$ cat config.mk
export PLATFORM = sky130hd
export DESIGN_NAME = hba_gpio_top
export DESIGN_NICKNAME = d
export VERILOG_FILES = /design/src/hba_pkg.sv /design/src/hba_pin_sync.sv /design/src/hba_reg_bank.sv /design/src/hba_gpio.sv /design/src/hba_gpio_top.sv
export VERILOG_INCLUDE_DIRS = /design/src /design/src/src
export SDC_FILE = /design/constraint.sdc
export NUM_CORES = 1
export LEC_CHECK = 0
export BUFFER_PORTS_ARGS = -buffer_cell sky130_fd_sc_hd__buf_2
export CAP_MARGIN = 5
export CORE_MARGIN = 2
export CORE_UTILIZATION = 58
export CTS_CLUSTER_DIAMETER = 200
export CTS_CLUSTER_SIZE = 14
export DETAILED_ROUTE_END_ITERATION = 16
export PLACE_DENSITY = 0.83
export RECOVER_POWER = 25
export SYNTH_ARGS = -nofsm -noshare
export SYNTH_HDL_FRONTEND = slang
export SYNTH_SLANG_ARGS = --single-unit
$ cat constraint.sdc
create_clock -name hba_clk -period 4.2 [get_ports hba_clk]
set_clock_uncertainty 0.2 [all_clocks]
set_input_delay 1.05 -clock hba_clk [delete_from_list [all_inputs] [get_ports hba_clk]]
set_output_delay 1.05 -clock hba_clk [all_outputs]
set_load 0.05 [all_outputs]
$ cat src/hba_cfg.svh
// HBA bus geometry, GPIO peripheral number and pin count macros
`ifndef HBA_CFG_SVH
`define HBA_CFG_SVH

// Data bus width in bits
`define HBA_DBUS_WIDTH 8

// Upper address field picks the peripheral
`define HBA_PERIPH_ADDR_WIDTH 4

// Lower address field picks a register inside the peripheral
`define HBA_REG_ADDR_WIDTH 8

// Full address, peripheral field on top
`define HBA_ADDR_WIDTH (`HBA_PERIPH_ADDR_WIDTH + `HBA_REG_ADDR_WIDTH)

// Peripheral number of the GPIO block
`define HBA_GPIO_PERIPH_ADDR 2

// Number of GPIO pins handled
`define HBA_GPIO_PINS 4

`endif

$ cat src/hba_pkg.sv
// Shared HBA types: vector widths, bus request/response structs,
// register bank FSM states
`include "hba_cfg.svh"

package hba_pkg;

    // Vectors with a meaning on the bus
    typedef logic [`HBA_DBUS_WIDTH-1:0] hba_data_t;  // One data word
    typedef logic [`HBA_ADDR_WIDTH-1:0] hba_addr_t;  // Periph field + reg field
    typedef logic [`HBA_GPIO_PINS-1:0]  gpio_vec_t;  // One bit per pin

    // Master to slave, held stable until xferack
    typedef struct packed {
        logic      rnw;     // 1 = read, 0 = write
        logic      select;  // Transfer in progress
        hba_addr_t abus;    // Target address
        hba_data_t dbus;    // Write data
    } hba_bus_req_t;

    // Slave to master, all zero when idle
    typedef struct packed {
        hba_data_t dbus_slave;  // Read data, valid with xferack
        logic      xferack;     // One cycle transfer acknowledge
    } hba_bus_rsp_t;

    // Register bank ack machine
    typedef enum logic [1:0] {
        BANK_IDLE    = 2'd0,  // Waiting for a matching select
        BANK_ACK     = 2'd1,  // xferack high this cycle
        BANK_RELEASE = 2'd2   // Hold off until select drops
    } hba_bank_state_t;

endpackage

$ cat src/hba_pin_sync.sv
// Two-flop synchronizer for the GPIO input pins

module hba_pin_sync (
    input  logic               hba_clk,
    input  logic               hba_reset,
    input  hba_pkg::gpio_vec_t pins_async,  // Straight from the pads
    output hba_pkg::gpio_vec_t pins_sync    // Safe to use in hba_clk domain
);

    hba_pkg::gpio_vec_t meta;  // First stage, may go metastable

    // Stage 1 catches the pad level, stage 2 settles it
    always_ff @(posedge hba_clk) begin
        if (hba_reset) begin
            meta      <= '0;
            pins_sync <= '0;
        end else begin
            meta      <= pins_async;
            pins_sync <= meta;  // Two edges of latency
        end
    end

endmodule

$ cat src/hba_reg_bank.sv
// HBA bus slave register bank: address decode, ack FSM, three registers
// with a masked internal write port and the read mux
`include "hba_cfg.svh"

module hba_reg_bank #(
    parameter int PERIPH_ADDR = 0  // This slave's peripheral number
) (
    input  logic                  hba_clk,
    input  logic                  hba_reset,
    input  hba_pkg::hba_bus_req_t bus_req,      // From the master
    output hba_pkg::hba_bus_rsp_t bus_rsp,      // Back to the master
    output hba_pkg::hba_data_t    reg_dir,      // Reg 0, 1 = output
    output hba_pkg::hba_data_t    reg_pins,     // Reg 1, pin levels
    output hba_pkg::hba_data_t    reg_intr_en,  // Reg 2, change irq enables
    input  hba_pkg::hba_data_t    pins_next,    // Internal write value
    input  logic                  int_wr_en,    // Internal write strobe
    input  logic [2:0]            int_wr_mask   // Regs open to internal writes
);

    localparam int NUM_REGS = 3;
    // Peripheral number cut to the field width
    localparam logic [`HBA_PERIPH_ADDR_WIDTH-1:0] PERIPH_SEL =
        `HBA_PERIPH_ADDR_WIDTH'(PERIPH_ADDR);

    logic [`HBA_PERIPH_ADDR_WIDTH-1:0] periph_field;  // Upper address bits
    logic [`HBA_REG_ADDR_WIDTH-1:0]    reg_idx;       // Lower address bits
    hba_pkg::hba_bank_state_t          state;
    hba_pkg::hba_data_t                regs [NUM_REGS];
    hba_pkg::hba_data_t                rd_data;       // Read mux output
    logic                              hit;           // New request for us
    logic                              bus_wr;        // Bus write this edge

    // Address split
    assign periph_field = bus_req.abus[`HBA_ADDR_WIDTH-1:`HBA_REG_ADDR_WIDTH];
    assign reg_idx      = bus_req.abus[`HBA_REG_ADDR_WIDTH-1:0];

    // Only a fresh select in IDLE counts, so no double ack
    assign hit    = (state == hba_pkg::BANK_IDLE) && bus_req.select &&
                    (periph_field == PERIPH_SEL);
    assign bus_wr = hit && !bus_req.rnw;

    // Read mux
    always_comb begin
        rd_data = '0;  // Index 3 and up read zero
        for (int i = 0; i < NUM_REGS; i++) begin
            if (reg_idx == `HBA_REG_ADDR_WIDTH'(i)) begin
                rd_data = regs[i];
            end
        end
    end

    // Ack FSM and registered response
    always_ff @(posedge hba_clk) begin
        if (hba_reset) begin
            state   <= hba_pkg::BANK_IDLE;
            bus_rsp <= '0;
        end else begin
            bus_rsp <= '0;  // Default: bus idle, response zero
            case (state)
                hba_pkg::BANK_IDLE: begin
                    if (hit) begin
                        state           <= hba_pkg::BANK_ACK;
                        bus_rsp.xferack <= 1'b1;  // One edge after select
                        if (bus_req.rnw) begin
                            bus_rsp.dbus_slave <= rd_data;
                        end
                    end
                end
                hba_pkg::BANK_ACK: begin
                    // Master may already have dropped select
                    if (bus_req.select) begin
                        state <= hba_pkg::BANK_RELEASE;
                    end else begin
                        state <= hba_pkg::BANK_IDLE;
                    end
                end
                hba_pkg::BANK_RELEASE: begin
                    if (!bus_req.select) begin
                        state <= hba_pkg::BANK_IDLE;  // Request retired
                    end
                end
                default: state <= hba_pkg::BANK_IDLE;
            endcase
        end
    end

    // Register storage
    always_ff @(posedge hba_clk) begin
        if (hba_reset) begin
            for (int i = 0; i < NUM_REGS; i++) begin
                regs[i] <= '0;
            end
        end else begin
            for (int i = 0; i < NUM_REGS; i++) begin
                if (bus_wr && reg_idx == `HBA_REG_ADDR_WIDTH'(i)) begin
                    regs[i] <= bus_req.dbus;  // Bus wins over core
                end else if (int_wr_en && int_wr_mask[i]) begin
                    regs[i] <= pins_next;     // Core update
                end
            end
        end
    end

    assign reg_dir     = regs[0];
    assign reg_pins    = regs[1];
    assign reg_intr_en = regs[2];

    // One ack per request, never two in a row
    a_ack_one_cycle: assert property (
        @(posedge hba_clk) disable iff (hba_reset)
        bus_rsp.xferack |=> !bus_rsp.xferack
    ) else $error("xferack high on two consecutive cycles");

    // Ack only while the master still holds select
    a_ack_with_select: assert property (
        @(posedge hba_clk) disable iff (hba_reset)
        bus_rsp.xferack |-> bus_req.select
    ) else $error("xferack without select");

endmodule

$ cat src/hba_gpio.sv
// GPIO core: register bank, pin drivers, input capture into the pins
// register and the pin change interrupt
`include "hba_cfg.svh"

module hba_gpio #(
    parameter int PERIPH_ADDR = 0  // Peripheral number on the bus
) (
    input  logic                  hba_clk,
    input  logic                  hba_reset,
    input  hba_pkg::hba_bus_req_t bus_req,
    output hba_pkg::hba_bus_rsp_t bus_rsp,
    output logic                  irq,           // One cycle change pulse
    output hba_pkg::gpio_vec_t    gpio_out_en,   // 1 = pin driven
    output hba_pkg::gpio_vec_t    gpio_out_sig,  // Driven level
    input  hba_pkg::gpio_vec_t    pins_in        // Synchronized pad levels
);

    localparam int PINS = `HBA_GPIO_PINS;
    localparam logic [2:0] WR_MASK = 3'b010;  // Only reg 1 takes core writes

    hba_pkg::hba_data_t reg_dir;
    hba_pkg::hba_data_t reg_pins;
    hba_pkg::hba_data_t reg_intr_en;
    hba_pkg::hba_data_t pins_next;   // Word offered to the bank
    hba_pkg::gpio_vec_t in_val_q;    // Sampled inputs, zero on outputs
    hba_pkg::gpio_vec_t in_mask_q;   // Which pins were inputs at sampling
    logic               in_wr_q;     // Any input pin, core write strobe
    hba_pkg::gpio_vec_t pins_prev;   // Pins reg one cycle back

    hba_reg_bank #(
        .PERIPH_ADDR(PERIPH_ADDR)
    ) u_reg_bank (
        .hba_clk    (hba_clk),
        .hba_reset  (hba_reset),
        .bus_req    (bus_req),
        .bus_rsp    (bus_rsp),
        .reg_dir    (reg_dir),
        .reg_pins   (reg_pins),
        .reg_intr_en(reg_intr_en),
        .pins_next  (pins_next),
        .int_wr_en  (in_wr_q),
        .int_wr_mask(WR_MASK)
    );

    // Pin drivers, one edge behind the registers
    always_ff @(posedge hba_clk) begin
        if (hba_reset) begin
            gpio_out_en  <= '0;
            gpio_out_sig <= '0;
        end else begin
            gpio_out_en  <= reg_dir[PINS-1:0];
            gpio_out_sig <= reg_pins[PINS-1:0];
        end
    end

    // Sample levels of pins currently set as inputs
    always_ff @(posedge hba_clk) begin
        if (hba_reset) begin
            in_val_q  <= '0;
            in_mask_q <= '0;
            in_wr_q   <= 1'b0;
        end else begin
            in_mask_q <= ~gpio_out_en;
            in_val_q  <= pins_in & ~gpio_out_en;  // Drop output pins
            in_wr_q   <= |(~gpio_out_en);         // Strobe if any input
        end
    end

    // Merge: output bits keep the live register value so a bus write
    // to an output pin is never undone by the core
    always_comb begin
        pins_next           = reg_pins;
        pins_next[PINS-1:0] = (reg_pins[PINS-1:0] & ~in_mask_q) | in_val_q;
    end

    // Change detect under the enable mask
    always_ff @(posedge hba_clk) begin
        if (hba_reset) begin
            pins_prev <= '0;
            irq       <= 1'b0;
        end else begin
            irq       <= |((reg_pins[PINS-1:0] ^ pins_prev) & reg_intr_en[PINS-1:0]);
            pins_prev <= reg_pins[PINS-1:0];  // Remember for next compare
        end
    end

    // No pulse can start without some enable bit set the cycle before
    a_irq_needs_enable: assert property (
        @(posedge hba_clk) disable iff (hba_reset)
        $rose(irq) |-> $past(|reg_intr_en[PINS-1:0])
    ) else $error("irq rose with all interrupt enables clear");

endmodule

$ cat src/hba_gpio_top.sv
// GPIO peripheral top: input synchronizer beside the GPIO core
`include "hba_cfg.svh"

module hba_gpio_top (
    input  logic                  hba_clk,
    input  logic                  hba_reset,
    input  hba_pkg::hba_bus_req_t bus_req,       // From the bus master
    output hba_pkg::hba_bus_rsp_t bus_rsp,       // Slave response
    output logic                  irq,           // Pin change pulse
    output hba_pkg::gpio_vec_t    gpio_out_en,   // Per pin output enable
    output hba_pkg::gpio_vec_t    gpio_out_sig,  // Per pin output level
    input  hba_pkg::gpio_vec_t    gpio_in_sig    // Raw pad inputs
);

    hba_pkg::gpio_vec_t pins_sync;  // Inputs in the hba_clk domain

    hba_pin_sync u_pin_sync (
        .hba_clk   (hba_clk),
        .hba_reset (hba_reset),
        .pins_async(gpio_in_sig),
        .pins_sync (pins_sync)
    );

    hba_gpio #(
        .PERIPH_ADDR(`HBA_GPIO_PERIPH_ADDR)
    ) u_gpio (
        .hba_clk     (hba_clk),
        .hba_reset   (hba_reset),
        .bus_req     (bus_req),
        .bus_rsp     (bus_rsp),
        .irq         (irq),
        .gpio_out_en (gpio_out_en),
        .gpio_out_sig(gpio_out_sig),
        .pins_in     (pins_sync)
    );

endmodule

==> flow_summary.toml <==
[run_status]
status = "completed"

[global_routing]
grt_antenna_before_repair = 0
grt_start_max_net_pins = 32
grtUsageTotal = 0.211
grt-ovfl-total = 0
grt_pass1_wl_mm = 7.73
grt_pass1_vias = 1600

[floorplanning]
num_rows = 23
initial_core_util = 0.608
die_area_um2 = 4790
core-area_um2 = 4060
die_x_um = 69.2
die_h_um = 69.2
ioPinCount = 46

[critical_path]
reg2reg_slack_ns = 2.02
crit_fanout = 31
critPathRequiredTime_ns = 3.96
cp-endpoint = "u_gpio.u_reg_bank.regs[0][6]"
critPathKind = "in -> reg"
worstPathArrival_ns = 2.93
cp-start-kind = "input pin"
r2r_end = "u_gpio.u_reg_bank.regs[0][6]"
reg2reg_depth = 4
critPathLaunch = "hba_reset"
cp-end-kind = "flip-flop"
r2r_start = "u_gpio.u_reg_bank.state[1]"

[sta]
tightest_slew_ns = 1.34
rsz0062_at_grt = "false"
final-setup-viol-count = 0
hold_viol = 0
fmax_ghz = 0.315
fin_tns_setup_ns = 0
period_share = 0.757
maxSlewViolCount = 0
fin_crit_ns = 3.18
slew_headroom = 0.104

[synthesis]
synthXorXnorAreaFrac = 0.0178
ys_seq_area_frac = 0.593
avgSynthCellArea_um2 = 11.9
yosysWarnings = 0
ys_top_cells_by_area = "dfxtp_1 (30%), edfxtp_1 (29%), nor2b_1 (4.6%), a21boi_1 (3.7%), a21boi_2 (3.7%)"
ys_seq_elements = 61
synth_top_family_by_area = "simple AND/OR/NAND/NOR gates"
yosys.area.top_type_share = 0.300
yosysUniqueCellTypes = 38
synth_compound_area_frac = 0.169
synthFlopType = "dfxtp_1"
netlist_area_um2 = 2470
synth_nets = 235
synth_cells = 207
synth_largest_area_cell = "dfxtp_1"
synthMuxAreaShare = 0
synthArstFlopShare = 0
synthSimpleGateAreaFrac = 0.173
synth_fa_ha_area_frac = 0
synth_edf_count = 24

[cts]
htree_levels = 3
clockBufferDepth = 2
cts_tree = "built"
cts_buffers = 9
cts.sinks = 61
ctsHoldBuffers = 0
cts_setup_buffers = 0
cts_root_buf = "clkbuf_8"
ctsResizeCount = 0
insertion_delay_ns = 0.33
clkTransAtPathRegs_ns = 0.06

[routing]
dr.pass1.iters = 4
drcViolationCount = 0
via_count = 1674
final_antenna_net_count = 0
drt_iter0_drc = 128
wl_mm = 4.79
via_per_inst = 5.45
wl_per_cell_um = 15.6

[power_and_ir_drop]
p_comb_frac = 0.074
clockPowerShare = 0.409
switching_share = 0.228
irDropWorstVdd_v = 0.000258
power.internal_mw = 0.971
power.switching_mw = 0.287
power_mw = 1.26
p_leak_nw = 1.20
p_per_area_nw_per_um2 = 434
pwr-share-seq = 0.517

[final_layout]
layout.nets = 280
area_growth_pct = 17.7
final_layout_size_suffix_gt1_frac = 0.331
diodes = 0

[worst_hold_path]
hold_class = "reg -> reg"

[place]
gp_congestion = 0.763
dp_hpwl_mm = 3.32
port_buffers = 45

[job]
maxCapViolations = 0
## stage by stage
step	cells	worst slack [ns]	area, µm²	util	hold WS, ns
after floorplan	207	1.06	2470	-	0.206
after global placement	291	0.861	2700	0.665	0.209
after detailed placement	291	0.763	2700	0.665	0.215
after CTS	307	1.11	2900	0.716	0.231
after global routing	307	0.829	2900	0.715	0.251
final	307	1.02	2900	0.715	0.228
## sequential cells by signal, indices dropped and copies added, names as in the netlist
register / count
u_gpio.u_reg_bank.regs: 24
u_gpio.in_val_q: 4
u_gpio.in_wr_q: 1
u_gpio.u_reg_bank.bus_rsp: 9
u_gpio.gpio_out_en: 4
u_gpio.gpio_out_sig: 4
u_pin_sync.pins_sync: 4
u_pin_sync.meta: 4
u_gpio.u_reg_bank.state: 2
u_gpio.irq: 1
u_gpio.in_mask_q: 4
## cell usage in the layout, fill, tap and decap left out, drive strengths merged, types with 4 or more instances in the layout
cell type / count
xor2: 4
o211ai: 4
clkbuf: 15
a311o: 8
dfxtp: 37
nand4: 5
a21oi: 5
a21boi: 20
nor2b: 18
edfxtp: 24
nand2: 13
nor2: 14
and2: 4
buf: 46
a211o: 4
inv: 14
## area by class of cell
cell class                      instances  area [µm²]
Tap cell                               50        62.6
Sequential cell                        61        1460
Timing Repair Buffer                   47         239
Inverter                               13        48.8
Multi-Input combinational cell        120         886
Fill cell                             290        1150
Clock buffer                           14         194
Clock inverter                          2        11.3
## how the worst min path moves through the flow
stage,from,to,slack (ns),cells after the start
after global routing,u_pin_sync.pins_sync[3],u_gpio.in_val_q[3],0.25,1
after global placement,u_pin_sync.pins_sync[1],u_gpio.in_val_q[1],0.21,1
after CTS,u_pin_sync.pins_sync[1],u_gpio.in_val_q[1],0.23,1
final,u_pin_sync.pins_sync[1],u_gpio.in_val_q[1],0.23,1
after floorplan,u_pin_sync.pins_sync[0],u_gpio.in_val_q[0],0.21,1
after detailed placement,u_pin_sync.pins_sync[1],u_gpio.in_val_q[1],0.22,1
## logic make-up (layout without fill, tap and decap cells)
logic type      Yosys count  count (layout)
simple gates             68              68
flops                    61              61
compound gates           47              47
buf+inv                  26              76
xor+xnor                  5               5
## worst max-delay path: stages
cell and delay, ns:
clkbuf_1 0.51, and4b_1 0.60, nand3b_1 0.13, o21bai_1 0.64
## power by group through the flow
stage	logic (mW)	clock network, mW	registers (mW)
2_1_floorplan	0.0475	0	0.673
3_3_place_gp	0.0889	0	0.663
3_5_place_dp	0.0915	0	0.663
4_1_cts	0.0928	0.520	0.650
5_1_grt	0.0999	0.551	0.652
6_report	0.0930	0.515	0.650
## Yosys cell counts, drive strengths merged, types with 5 or more instances
master	n
a311o	8
inv	13
edfxtp	24
a21boi	20
dfxtp	37
nand2	13
clkbuf	8
buf	5
nand4	5
nor2b	18
nor2	14
a21oi	5
## layer usage
metal,wire [µm],part of all wire,track usage,vias to the layer above
li1,-,-,-,818
met1,2240,0.47,0.293,778
met2,2130,0.44,0.306,69
met3,328,0.068,0.0654,9
met4,99,0.021,0.0937,0
met5,0,0,0,-
No activity file was read; power rests on OpenSTA's default activity.
